### config.mk
export PLATFORM = sky130hd
export DESIGN_NAME = router_port_stats
export DESIGN_NICKNAME = d
export VERILOG_FILES = /design/src/hw/port_stats_pkg.sv /design/src/hw/port_stats_regs.sv /design/src/hw/port_counter_sampler.sv /design/src/hw/counter_read_mux.sv /design/src/hw/router_port_stats.sv
export SDC_FILE = /design/constraint.sdc
export NUM_CORES = 2
export LEC_CHECK = 0
export ABC_AREA = 1
export BUFFER_PORTS_ARGS = -buffer_cell sky130_fd_sc_hd__clkbuf_2
export CELL_PAD_IN_SITES_DETAIL_PLACEMENT = 0
export CELL_PAD_IN_SITES_GLOBAL_PLACEMENT = 1
export CORE_MARGIN = 2
export CORE_UTILIZATION = 46
export CTS_CLUSTER_DIAMETER = 200
export DETAILED_ROUTE_END_ITERATION = 6
export PLACE_DENSITY = 0.94
export SYNTH_ARGS = -nofsm -noshare
export SYNTH_HDL_FRONTEND = slang
export SYNTH_SLANG_ARGS = --single-unit
### constraint.sdc
create_clock -name core_clk_ifc -period 4.6 [get_ports core_clk_ifc]
set_clock_uncertainty 0.05 [all_clocks]
set_input_delay 0.69 -clock core_clk_ifc [delete_from_list [all_inputs] [get_ports core_clk_ifc]]
set_output_delay 0.69 -clock core_clk_ifc [all_outputs]
set_load 0.05 [all_outputs]
### src/hw/port_stats_pkg.sv
//////////////////////////////
// Shared widths, register map and counter indices for the port statistics block
//////////////////////////////

package port_stats_pkg;

    //////////////////////////////
    // Widths

    typedef logic [31:0] reg_word_t;   // One register word
    typedef logic [7:0]  reg_addr_t;   // Word address on the register bus
    typedef logic [31:0] cnt_t;        // One counter value
    typedef logic [7:0]  port_sel_t;   // Select register bits 15:8
    typedef logic [7:0]  cnt_sel_t;    // Select register bits 7:0

    //////////////////////////////
    // Register map

    localparam reg_addr_t ADDR_PARAMS0          = 8'd0; // Data bytes, port count
    localparam reg_addr_t ADDR_PARAMS1          = 8'd1; // MTU
    localparam reg_addr_t ADDR_PORT_ENABLE_CON  = 8'd2;
    localparam reg_addr_t ADDR_PORT_ENABLE_STAT = 8'd3;
    localparam reg_addr_t ADDR_SAMPLE_CON       = 8'd4;
    localparam reg_addr_t ADDR_READ_SEL         = 8'd5;
    localparam reg_addr_t ADDR_READ_DATA        = 8'd6;
    localparam int        NUM_REGS              = 7;    // First undefined address

    //////////////////////////////
    // Snapshot word order per port

    localparam int CNT_PKT      = 0;
    localparam int CNT_BYTE     = 1;
    localparam int CNT_ERR      = 2;
    localparam int CNT_FIFO_OVF = 3;   // Async FIFO overflow
    localparam int CNT_BUF_OVF  = 4;   // Ingress buffer overflow
    localparam int NUM_CNTRS    = 5;

    // One bit per port in a single register word
    localparam int MAX_PORTS = 32;

endpackage

### src/hw/port_stats_regs.sv
//////////////////////////////
// Register file for port control and counter readout
// Single-cycle strobes in, registered read return and error pulse out
//////////////////////////////

module port_stats_regs #(
    parameter int NUM_PORTS  = 4,
    parameter int MTU_BYTES  = 1500,
    parameter int DATA_BYTES = 64
) (
    input  logic                      core_clk_ifc,
    input  logic                      interconnect_sreset_core,

    input  logic                      reg_write,
    input  logic                      reg_read,
    input  port_stats_pkg::reg_addr_t reg_addr,
    input  port_stats_pkg::reg_word_t reg_wdata,
    output port_stats_pkg::reg_word_t reg_rdata,
    output logic                      reg_rvalid,
    output logic                      reg_error,

    input  logic [NUM_PORTS-1:0]      port_connected,
    output logic [NUM_PORTS-1:0]      port_enable,
    output logic [NUM_PORTS-1:0]      sample_req,    // Sample control register
    output port_stats_pkg::port_sel_t port_sel,
    output port_stats_pkg::cnt_sel_t  cnt_sel,
    input  port_stats_pkg::cnt_t      read_data      // From the read mux
);

    //////////////////////////////
    // Constant parameter words

    localparam port_stats_pkg::reg_word_t PARAMS0_WORD =
        {8'd0, 8'(DATA_BYTES), 8'd0, 8'(NUM_PORTS)};
    localparam port_stats_pkg::reg_word_t PARAMS1_WORD = {16'd0, 16'(MTU_BYTES)};

    logic [NUM_PORTS-1:0]      enable_con;    // Port enable control
    logic [NUM_PORTS-1:0]      enable_stat;   // Registered port_connected
    port_stats_pkg::cnt_t      read_data_q;   // Read data register
    port_stats_pkg::reg_word_t rd_word;
    logic                      addr_undef;

    // Zero-extend a per-port vector to a full word
    function automatic port_stats_pkg::reg_word_t ports_to_word(
        input logic [NUM_PORTS-1:0] bits
    );
        logic [port_stats_pkg::MAX_PORTS-1:0] word;
        word = '0;
        word[NUM_PORTS-1:0] = bits;
        return word;
    endfunction

    assign addr_undef = (reg_addr >= port_stats_pkg::NUM_REGS);

    //////////////////////////////
    // Read decode

    always_comb begin
        case (reg_addr)
            port_stats_pkg::ADDR_PARAMS0:          rd_word = PARAMS0_WORD;
            port_stats_pkg::ADDR_PARAMS1:          rd_word = PARAMS1_WORD;
            port_stats_pkg::ADDR_PORT_ENABLE_CON:  rd_word = ports_to_word(enable_con);
            port_stats_pkg::ADDR_PORT_ENABLE_STAT: rd_word = ports_to_word(enable_stat);
            port_stats_pkg::ADDR_SAMPLE_CON:       rd_word = ports_to_word(sample_req);
            port_stats_pkg::ADDR_READ_SEL:         rd_word = {16'd0, port_sel, cnt_sel};
            port_stats_pkg::ADDR_READ_DATA:        rd_word = read_data_q;
            default:                               rd_word = '0; // Undefined reads as zero
        endcase
    end

    //////////////////////////////
    // Control and status registers

    always_ff @(posedge core_clk_ifc) begin
        if (interconnect_sreset_core) begin
            enable_con  <= '1;            // All ports enabled out of reset
            port_enable <= '1;
            sample_req  <= '0;
            port_sel    <= '0;
            cnt_sel     <= '0;
            enable_stat <= '0;
            read_data_q <= '0;
            reg_rvalid  <= 1'b0;
            reg_error   <= 1'b0;
        end else begin
            port_enable <= enable_con;    // One cycle behind the register
            enable_stat <= port_connected;
            read_data_q <= read_data;
            reg_rvalid  <= reg_read;
            reg_error   <= (reg_read | reg_write) & addr_undef;

            // Only three writable words, the rest ignore writes
            if (reg_write) begin
                case (reg_addr)
                    port_stats_pkg::ADDR_PORT_ENABLE_CON: enable_con <= reg_wdata[NUM_PORTS-1:0];
                    port_stats_pkg::ADDR_SAMPLE_CON:      sample_req <= reg_wdata[NUM_PORTS-1:0];
                    port_stats_pkg::ADDR_READ_SEL: begin
                        port_sel <= reg_wdata[15:8];
                        cnt_sel  <= reg_wdata[7:0];
                    end
                    default: ;
                endcase
            end
        end
    end

    // Read return, contents as they stood before the strobe
    always_ff @(posedge core_clk_ifc) begin
        if (reg_read) begin
            reg_rdata <= rd_word;
        end
    end

endmodule

### src/hw/port_counter_sampler.sv
//////////////////////////////
// One ingress port: overflow event counts and snapshot on a sample request edge
//////////////////////////////

module port_counter_sampler (
    input  logic                   core_clk_ifc,
    input  logic                   interconnect_sreset_core,

    input  logic                   sample_req,   // Rising edge takes a snapshot
    input  port_stats_pkg::cnt_t   pkt_cnt,
    input  port_stats_pkg::cnt_t   byte_cnt,
    input  port_stats_pkg::cnt_t   err_cnt,
    input  logic                   fifo_ovf,     // Async FIFO overflow event
    input  logic                   buf_ovf,      // Ingress buffer overflow event

    output port_stats_pkg::cnt_t [port_stats_pkg::NUM_CNTRS-1:0] snapshot,
    output logic                   cnts_clear    // Clear to the external counters
);

    //////////////////////////////
    // Edge detection

    logic sample_req_d;
    logic fifo_ovf_d;
    logic buf_ovf_d;
    logic sample_rise;
    logic fifo_ovf_rise;
    logic buf_ovf_rise;

    port_stats_pkg::cnt_t fifo_ovf_cnt;   // Events since last snapshot
    port_stats_pkg::cnt_t buf_ovf_cnt;

    assign sample_rise   = sample_req & ~sample_req_d;
    assign fifo_ovf_rise = fifo_ovf & ~fifo_ovf_d;
    assign buf_ovf_rise  = buf_ovf & ~buf_ovf_d;

    //////////////////////////////
    // Counting and snapshot

    always_ff @(posedge core_clk_ifc) begin
        if (interconnect_sreset_core) begin
            sample_req_d <= 1'b0;
            fifo_ovf_d   <= 1'b0;
            buf_ovf_d    <= 1'b0;
            fifo_ovf_cnt <= '0;
            buf_ovf_cnt  <= '0;
            snapshot     <= '0;
            cnts_clear   <= 1'b0;
        end else begin
            sample_req_d <= sample_req;
            fifo_ovf_d   <= fifo_ovf;
            buf_ovf_d    <= buf_ovf;
            cnts_clear   <= sample_rise;   // Single cycle pulse

            if (sample_rise) begin
                snapshot[port_stats_pkg::CNT_PKT]      <= pkt_cnt;
                snapshot[port_stats_pkg::CNT_BYTE]     <= byte_cnt;
                snapshot[port_stats_pkg::CNT_ERR]      <= err_cnt;
                snapshot[port_stats_pkg::CNT_FIFO_OVF] <= fifo_ovf_cnt;
                snapshot[port_stats_pkg::CNT_BUF_OVF]  <= buf_ovf_cnt;
                // Restart counting, an edge in this cycle is dropped
                fifo_ovf_cnt <= '0;
                buf_ovf_cnt  <= '0;
            end else begin
                if (fifo_ovf_rise) begin
                    fifo_ovf_cnt <= fifo_ovf_cnt + 1'b1;
                end
                if (buf_ovf_rise) begin
                    buf_ovf_cnt <= buf_ovf_cnt + 1'b1;
                end
            end
        end
    end

endmodule

### src/hw/counter_read_mux.sv
//////////////////////////////
// Registered pick of one snapshot word by port and counter select
//////////////////////////////

module counter_read_mux #(
    parameter int NUM_PORTS = 4
) (
    input  logic                      core_clk_ifc,
    input  logic                      interconnect_sreset_core,

    input  port_stats_pkg::port_sel_t port_sel,
    input  port_stats_pkg::cnt_sel_t  cnt_sel,
    input  port_stats_pkg::cnt_t [NUM_PORTS-1:0][port_stats_pkg::NUM_CNTRS-1:0] snapshots,
    output port_stats_pkg::cnt_t      read_data
);

    logic sel_valid;   // Both fields in range

    // Out of range selects read back as zero
    assign sel_valid = (int'(port_sel) < NUM_PORTS) &&
                       (int'(cnt_sel) < port_stats_pkg::NUM_CNTRS);

    always_ff @(posedge core_clk_ifc) begin
        if (interconnect_sreset_core) begin
            read_data <= '0;
        end else if (sel_valid) begin
            read_data <= snapshots[port_sel][cnt_sel];
        end else begin
            read_data <= '0;
        end
    end

endmodule

### src/hw/router_port_stats.sv
//////////////////////////////
// Ingress statistics and port control top, register bus plus per-port counters
//////////////////////////////

module router_port_stats #(
    parameter int NUM_PORTS  = 4,     // 1 to 32
    parameter int MTU_BYTES  = 1500,
    parameter int DATA_BYTES = 64
) (
    input  logic                                  core_clk_ifc,
    input  logic                                  interconnect_sreset_core,

    // Register bus
    input  logic                                  reg_write,
    input  logic                                  reg_read,
    input  port_stats_pkg::reg_addr_t             reg_addr,
    input  port_stats_pkg::reg_word_t             reg_wdata,
    output port_stats_pkg::reg_word_t             reg_rdata,
    output logic                                  reg_rvalid,
    output logic                                  reg_error,

    // Port control
    output logic [NUM_PORTS-1:0]                  port_enable,
    input  logic [NUM_PORTS-1:0]                  port_connected,

    // Counters
    input  port_stats_pkg::cnt_t [NUM_PORTS-1:0]  pkt_cnt,
    input  port_stats_pkg::cnt_t [NUM_PORTS-1:0]  byte_cnt,
    input  port_stats_pkg::cnt_t [NUM_PORTS-1:0]  err_cnt,
    input  logic [NUM_PORTS-1:0]                  fifo_ovf,
    input  logic [NUM_PORTS-1:0]                  buf_ovf,
    output logic [NUM_PORTS-1:0]                  cnts_clear
);

    //////////////////////////////
    // Internal wiring

    logic [NUM_PORTS-1:0]      sample_req;
    port_stats_pkg::port_sel_t port_sel;
    port_stats_pkg::cnt_sel_t  cnt_sel;
    port_stats_pkg::cnt_t      read_data;
    port_stats_pkg::cnt_t [NUM_PORTS-1:0][port_stats_pkg::NUM_CNTRS-1:0] snapshots;

    port_stats_regs #(
        .NUM_PORTS  (NUM_PORTS),
        .MTU_BYTES  (MTU_BYTES),
        .DATA_BYTES (DATA_BYTES)
    ) i_port_stats_regs (
        .core_clk_ifc             (core_clk_ifc),
        .interconnect_sreset_core (interconnect_sreset_core),
        .reg_write                (reg_write),
        .reg_read                 (reg_read),
        .reg_addr                 (reg_addr),
        .reg_wdata                (reg_wdata),
        .reg_rdata                (reg_rdata),
        .reg_rvalid               (reg_rvalid),
        .reg_error                (reg_error),
        .port_connected           (port_connected),
        .port_enable              (port_enable),
        .sample_req               (sample_req),
        .port_sel                 (port_sel),
        .cnt_sel                  (cnt_sel),
        .read_data                (read_data)
    );

    // One sampler per ingress port
    for (genvar i = 0; i < NUM_PORTS; i++) begin : g_sampler
        port_counter_sampler i_port_counter_sampler (
            .core_clk_ifc             (core_clk_ifc),
            .interconnect_sreset_core (interconnect_sreset_core),
            .sample_req               (sample_req[i]),
            .pkt_cnt                  (pkt_cnt[i]),
            .byte_cnt                 (byte_cnt[i]),
            .err_cnt                  (err_cnt[i]),
            .fifo_ovf                 (fifo_ovf[i]),
            .buf_ovf                  (buf_ovf[i]),
            .snapshot                 (snapshots[i]),
            .cnts_clear               (cnts_clear[i])
        );
    end

    counter_read_mux #(
        .NUM_PORTS (NUM_PORTS)
    ) i_counter_read_mux (
        .core_clk_ifc             (core_clk_ifc),
        .interconnect_sreset_core (interconnect_sreset_core),
        .port_sel                 (port_sel),
        .cnt_sel                  (cnt_sel),
        .snapshots                (snapshots),
        .read_data                (read_data)
    );

endmodule

# ---- Yosys cells after proc, flatten, opt, wreduce, memory -nomap -nowiden
# Index checks and enable logic that the tools add are counted.
dict set report totals {
  out_inout_bits 42
  in_bits 440
  regBits 1042
}
dict set report classes {
  n_bitwise 27
  order_cmp 5
  n_mux 5
  n_reduce_logical 10
  add_sub_neg 8
  n_eq_ne 6
}
# op n
set op_table {}
lappend op_table {{$bmux W160 S2} 1}
lappend op_table {{$add A32 B1 Y32 const B} 8}
lappend op_table {{$pmux W32 S7} 1}
lappend op_table {{$mux W160} 1}
lappend op_table {{$bmux W32 S3} 1}
lappend op_table {{$mux W32} 1}
lappend op_table {{$eq A8 B3 Y1 const B} 3}
lappend op_table {{$lt A8 B3 Y1 const B} 3}
lappend op_table {{$eq A8 B2 Y1 const B} 2}
lappend op_table {{$and A1 B1 Y1} 13}
lappend op_table {{$not A1 Y1} 13}
lappend op_table {{$reduce_or A2 Y1} 5}
lappend op_table {{$eq A8 B1 Y1 const B} 1}
lappend op_table {{$ge A8 B3 Y1 const B} 1}
lappend op_table {{$logic_not A8 Y1} 1}
lappend op_table {{$lt A8 B4 Y1 const B} 1}
lappend op_table {{$reduce_and A2 Y1} 3}
lappend op_table {{$logic_and A1 B1 Y1} 1}
lappend op_table {{$or A1 B1 Y1} 1}

# ---- Logic depth before layout (Yosys ltp)
dict set report logic_depth {
  word_depth 4
  depth_mapped 13
  depth_no_buf 11
}

# ---- By module
# Synthesis repeated with hierarchy kept, for this count alone.
dict set report hier_totals {
  hier_cells 6439
  area_unflattened_um2 46604.7
}
# mod n_inst area_each_um2 cells_each seq_area_each_um2
set by_module_without_submodules {}
lappend by_module_without_submodules {port_counter_sampler 4 8443.1 991 4564.4}
lappend by_module_without_submodules {counter_read_mux 1 8976.1 2000 640.6}
lappend by_module_without_submodules {port_stats_regs 1 3856.2 475 2282.2}

# ---- Least setup slack after synthesis
# Ideal clock, no wire load.
dict set report synth_timing {
  path_kind {input to register}
  from {input reg_addr[4]}
  to {register i_port_stats_regs.reg_rdata[10], data pin}
  arrival_ns 1.452
  t_required_ns 4.280
  setup_ns 0.270
  path_stages 6
  slack_ns 2.827
  path_cell_list {nor2_1 -> nand2_2 -> inv_1 -> nand2_1 -> clkbuf_1 -> o211ai_1}
}
dict set report synth_between {
  elab_chain_len 2
  word_cells_on_any_way 8
  classes_between {eq/ne (6); mux (1); reduce/logical (1)}
}
# element line
set synth_rtl {}
lappend synth_rtl {{start, declared} router_port_stats.sv:16} ;# input port_stats_pkg::reg_addr_t reg_addr,
lappend synth_rtl {{$eq A8 B3 Y1, or another cell as far along} port_stats_regs.sv:59} ;# case (reg_addr)
lappend synth_rtl {{$pmux W32 S7 *} port_stats_regs.sv:59}
lappend synth_rtl {{via i_port_stats_regs.rd_word[10]} port_stats_regs.sv:40} ;# port_stats_pkg::reg_word_t rd_word;
lappend synth_rtl {{end signal, assigned} port_stats_regs.sv:110} ;# reg_rdata <= rd_word;
lappend synth_rtl {{end, declared} port_stats_regs.sv:18} ;# output port_stats_pkg::reg_word_t reg_rdata,
# The timed path passes the listed nets; every way through them passes the cells marked *.
# A chain may end at the register's enable or synchronous reset.

# ---- Final worst setup path
dict set report layout_timing {
  from {register i_port_stats_regs.cnt_sel[0]}
  to {register i_counter_read_mux.read_data[11]}
}
dict set report layout_between {
  elab_chain_len 4
  word_cells_on_any_way 6
  classes_between {order compare (1); mux (2); bitwise (1); reduce/logical (2)}
}
# element line
set layout_rtl {}
lappend layout_rtl {{start, declared} port_stats_regs.sv:26} ;# output port_stats_pkg::cnt_sel_t cnt_sel,
lappend layout_rtl {{start signal, assigned} port_stats_regs.sv:99} ;# cnt_sel <= reg_wdata[7:0];
lappend layout_rtl {{$lt A8 B3 Y1} counter_read_mux.sv:21} ;# (int'(cnt_sel) < port_stats_pkg::NUM_CNTRS);
lappend layout_rtl {{$logic_and A1 B1 Y1} counter_read_mux.sv:20} ;# assign sel_valid = (int'(port_sel) < NUM_PORTS) &&
lappend layout_rtl {{$not A1 Y1 (no source line)} --}
lappend layout_rtl {{$reduce_or A2 Y1 (no source line)} --}
lappend layout_rtl {{end signal, assigned} counter_read_mux.sv:27} ;# read_data <= snapshots[port_sel][cnt_sel];
lappend layout_rtl {{end, declared} counter_read_mux.sv:14} ;# output port_stats_pkg::cnt_t read_data
# Parallel ways exist; a longest one is shown, timed or not. The select of a mux whose other input is x is not followed.

==> out/results.md <==
### Outcome
* finished, final reports clean — run status

### Power
* 21.2 nW — cell leakage power
* 367 mW/mm^2 — power per unit of standard cell area
* 0.000257 V — worst-case vdd ir drop

### Logic synthesis
* 0 — share of synthesized flip-flops with an asynchronous set or reset
* 0.447 — area share of the largest cell type after synthesis
* 6.95 um^2 — syn_area_per_cell
* sky130_fd_sc_hd__nand2_1 (1,789), sky130_fd_sc_hd__inv_1 (1,040), sky130_fd_sc_hd__dfxtp_1 (1,010) — most frequent cells after synthesis
* 0.00232 — xor-xnor portion of the synthesized cell area
* 0 — mux cell area share after synthesis
* sky130_fd_sc_hd__dfxtp_1 (45%), sky130_fd_sc_hd__nand2_1 (15%), sky130_fd_sc_hd__inv_1 (8.6%) — biggest area contributors in the synthesized netlist
* 1,042 — Yosys reg bits
* simple AND/OR/NAND/NOR gates — largest family of logic cells by synthesized area
* sky130_fd_sc_hd__nand2_1 — cell with the most instances after synthesis
* 0 — number of warnings reported in the yosys synthesis log
* sky130_fd_sc_hd__dfxtp_1 — Yosys top cell by area
* 0.0453 mm^2 — Netlist Area Pre-Place
* 48 — number of distinct library cells after synthesis
* sky130_fd_sc_hd__dfxtp_1 — leading register cell type out of synthesis
* 0.468 — share of synthesized area occupied by flip-flops and latches
* 6,959 — net count after synthesis
* 0.274 — area share of and/or/nand/nor cells after synthesis
* 32 — Post-synth EDFFs
* 6,511 — post-synthesis cell count
* 0.00221 — adder and majority cell fraction of the synthesized area
* 0.131 — synthesized-area fraction occupied by ao, oa, aoi and oai cells

### Timing
* no — setup repair after global routing missed its margin
* 1.07 ns — Tightest Pin Transition
* 2.98 ns — final critical delay including setup and external delays
* 0 — number of max-slew violations in the final report
* 0 — setup-violating endpoint count in the final report
* 0.649 — period utilization
* 0.335 GHz — Max Freq
* 0 ns — Final TNS setup
* 0 — Final Hold Vio Count
* 0.287 — relative slew slack

### Die
* 0.101 mm^2 — total die area
* 318 um — vertical die dimension
* 0.0980 mm^2 — core region area
* 482 — # IOs
* 0.462 — initial cell density of the core
* 115 — standard-cell row count
* 318 um — die extent in x

### Cells and area
* 0.0212 mm^2 — FF/Latch Area
* 15.1% — synthesis-to-layout area growth
* 7,264 — final net count
* 0.0186 mm^2 — area of the multi-input gates
* 0.117 — share of layout cells above drive strength 1
* 0.532 — final core utilization
* 9,638 — Fillers

### GRT
* 128 — maximum number of pins on one net before global-route repair
* 230,000 um — first-pass GRT wire length
* 39,100 — vias in the first global route
* 0 — total overflow reported by the global router
* 40 — antenna violations before repair
* 0.292 — global-route total usage across every layer

### Worst setup path
* sky130_fd_sc_hd__dfxtp_1 — Slowest-stage cell, CP
* sky130_fd_sc_hd__nand2_1 — most repeated library cell on the critical path
* 35 — maximum net fanout on the critical path
* 4 — buffers and inverters on the worst path
* register — kind of launch point of the worst setup path
* 0.70 ns — CP peak stage delay
* register — crit end category
* reg2reg — type of the setup path with the least slack
* buf_4, inv_2, nor2_2, buf_4, nand2_1, nand2_1, inv_1, nand2_1, nand2_1, a21oi_1 — cell-by-cell listing of the critical path
* buffers and inverters — family with the most delay on the worst path
* 5.14 ns — required arrival time at the worst endpoint
* 3.53 ns — crit path DAT

### Routing
* 4,642 — Detailed Route Iter0 Violations
* 5.25 — number of vias per cell after detailed routing
* 0 — residual antenna-violating net count after detailed routing
* 18.5 um — Wirelength per Cell
* 0 — DRC violations left
* 43,300 — total number of vias
* 6 — first-pass iteration count of the detailed router
* 152,000 um — total length of routed wires

### Clock network
* 0.07 ns — post-CTS clock slew at the launch and capture registers of the worst setup and hold paths
* 0 — Post-CTS Setup Inserts
* 3 — level count of the clock H-tree
* 107 — cts bufs inserted
* 0 — number of hold buffers added after CTS
* 1,042 — number of clock sinks
* sky130_fd_sc_hd__clkbuf_16 — cell at the root of the clock tree
* 3 — number of buffers on the longest clock path
* 0.69 ns — Skew-Pair Late Insertion Delay
* done — clock tree from TritonCTS
* 0 — Post-CTS Resized

### Run
* 0 — max-cap violations

### Min path
* in2reg — type of the tightest min-delay check

### Place
* 108,000 um — detailed-placement wirelength estimate
* 0.982 — final RePlAce weighted congestion
* 465 — IO Port Bufs

[per-layer routing]
metal	vias up	global-route usage	wire, um	part of all wire
met3	290	0.0467	13400	0.088
met4	2	0.134	6350	0.042
met5	-	0	13	0.000085
li1	21100	-	-	-
met1	20000	0.418	67300	0.44
met2	1807	0.430	65100	0.43
[placed cells by master (no fill, tap or decap), drive strengths merged, types with 6 or more instances in the layout]
cell      Yosys  final
a21oi       235    235
buf         192     49
bufinv        0     18
clkbuf      125    612
clkinv        1     22
clkinvlp      0      9
dfxtp      1010   1010
diode         0     39
edfxtp       32     32
ha            8      8
inv        1058   1060
nand2      1806   1806
nand3       514    514
nand4        47     47
nor2        445    445
nor3         98     98
nor3b         6      6
nor4          9      9
o21a         12     12
o21ai       737    737
o22ai       130    130
or2           6      6
xor2         12     12
[area by class of cell]
type,count,area share
antenna,39,0.00187
clock buffer,148,0.0584
clock inverter,50,0.0143
inverter,1059,0.0768
multi-input combinational,4093,0.356
sequential,1042,0.407
tap,1287,0.0309
timing repair buffer,513,0.0549
[logic make-up (layout without fill, tap and decap cells)]
group                      count (synthesis)  after routing
other                                      0             39
and+or+nand+nor                         2939           2939
xor gates and xnor gates                  12             12
buffers and inverters                   1376           1770
DFF                                     1042           1042
AOI/OAI and AO/OA                       1134           1134
adders and majority gates                  8              8
[power by group]
group | internal, mW | switching, mW
logic | 0.207 | 0.401
registers | 9.10 | 0.0211
clock network | 5.63 | 3.78
total | 14.9 | 4.20
[final timing paths]
| kind | startpoint | endpoint | slack (ns) | cells after the start |
|---|---|---|---|---|
| worst max-delay path | i_port_stats_regs.cnt_sel[0] | i_counter_read_mux.read_data[11] | 1.62 | 10 |
| worst min-delay path | err_cnt[0] | register | 0.15 | 3 |
| worst max register to register | i_port_stats_regs.cnt_sel[0] | i_counter_read_mux.read_data[11] | 1.62 | 10 |
| worst min register to register | i_counter_read_mux.read_data[29] | i_port_stats_regs.read_data_q[29] | 0.34 | 2 |
[state kept, by name, summed over array words and instances (netlist names)]
name / cells
i_port_stats_regs.reg_error: 1
i_port_stats_regs.reg_rvalid: 1
g_sampler.i_port_counter_sampler.sample_req_d: 4
i_port_stats_regs.read_data_q: 32
i_port_stats_regs.cnt_sel: 8
g_sampler.i_port_counter_sampler.fifo_ovf_d: 4
g_sampler.i_port_counter_sampler.cnts_clear: 4
i_port_stats_regs.port_sel: 8
i_port_stats_regs.port_enable: 4
g_sampler.i_port_counter_sampler.fifo_ovf_cnt: 128
g_sampler.i_port_counter_sampler.snapshot: 640
g_sampler.i_port_counter_sampler.buf_ovf_d: 4
i_port_stats_regs.enable_con: 4
i_counter_read_mux.read_data: 32
g_sampler.i_port_counter_sampler.buf_ovf_cnt: 128
i_port_stats_regs.sample_req: 4
i_port_stats_regs.reg_rdata: 32
i_port_stats_regs.enable_stat: 4
[metrics by stage]
| step | hold WS, ns | setup slack [ns] | area, um^2 | total power [mW] | instances |
|---|---|---|---|---|---|
| after global placement | 0.345 | 1.68 | 48200 | 9.92 | 7994 |
| after floorplan | 0.338 | 2.83 | 45300 | 9.59 | 6511 |
| after detailed placement | 0.345 | 1.61 | 48200 | 9.92 | 7994 |
| after global routing | 0.148 | 1.53 | 52100 | 19.6 | 8230 |
| final | 0.146 | 1.62 | 52100 | 19.1 | 8231 |
| after CTS | 0.122 | 1.71 | 52000 | 19.2 | 8192 |
[tightest hold or removal path, cell delays in order]
cell and delay (ns):
sky130_fd_sc_hd__clkbuf_2 0.07, sky130_fd_sc_hd__nand2_1 0.04, sky130_fd_sc_hd__o21ai_0 0.05
Power figures use the tool's default switching activity.
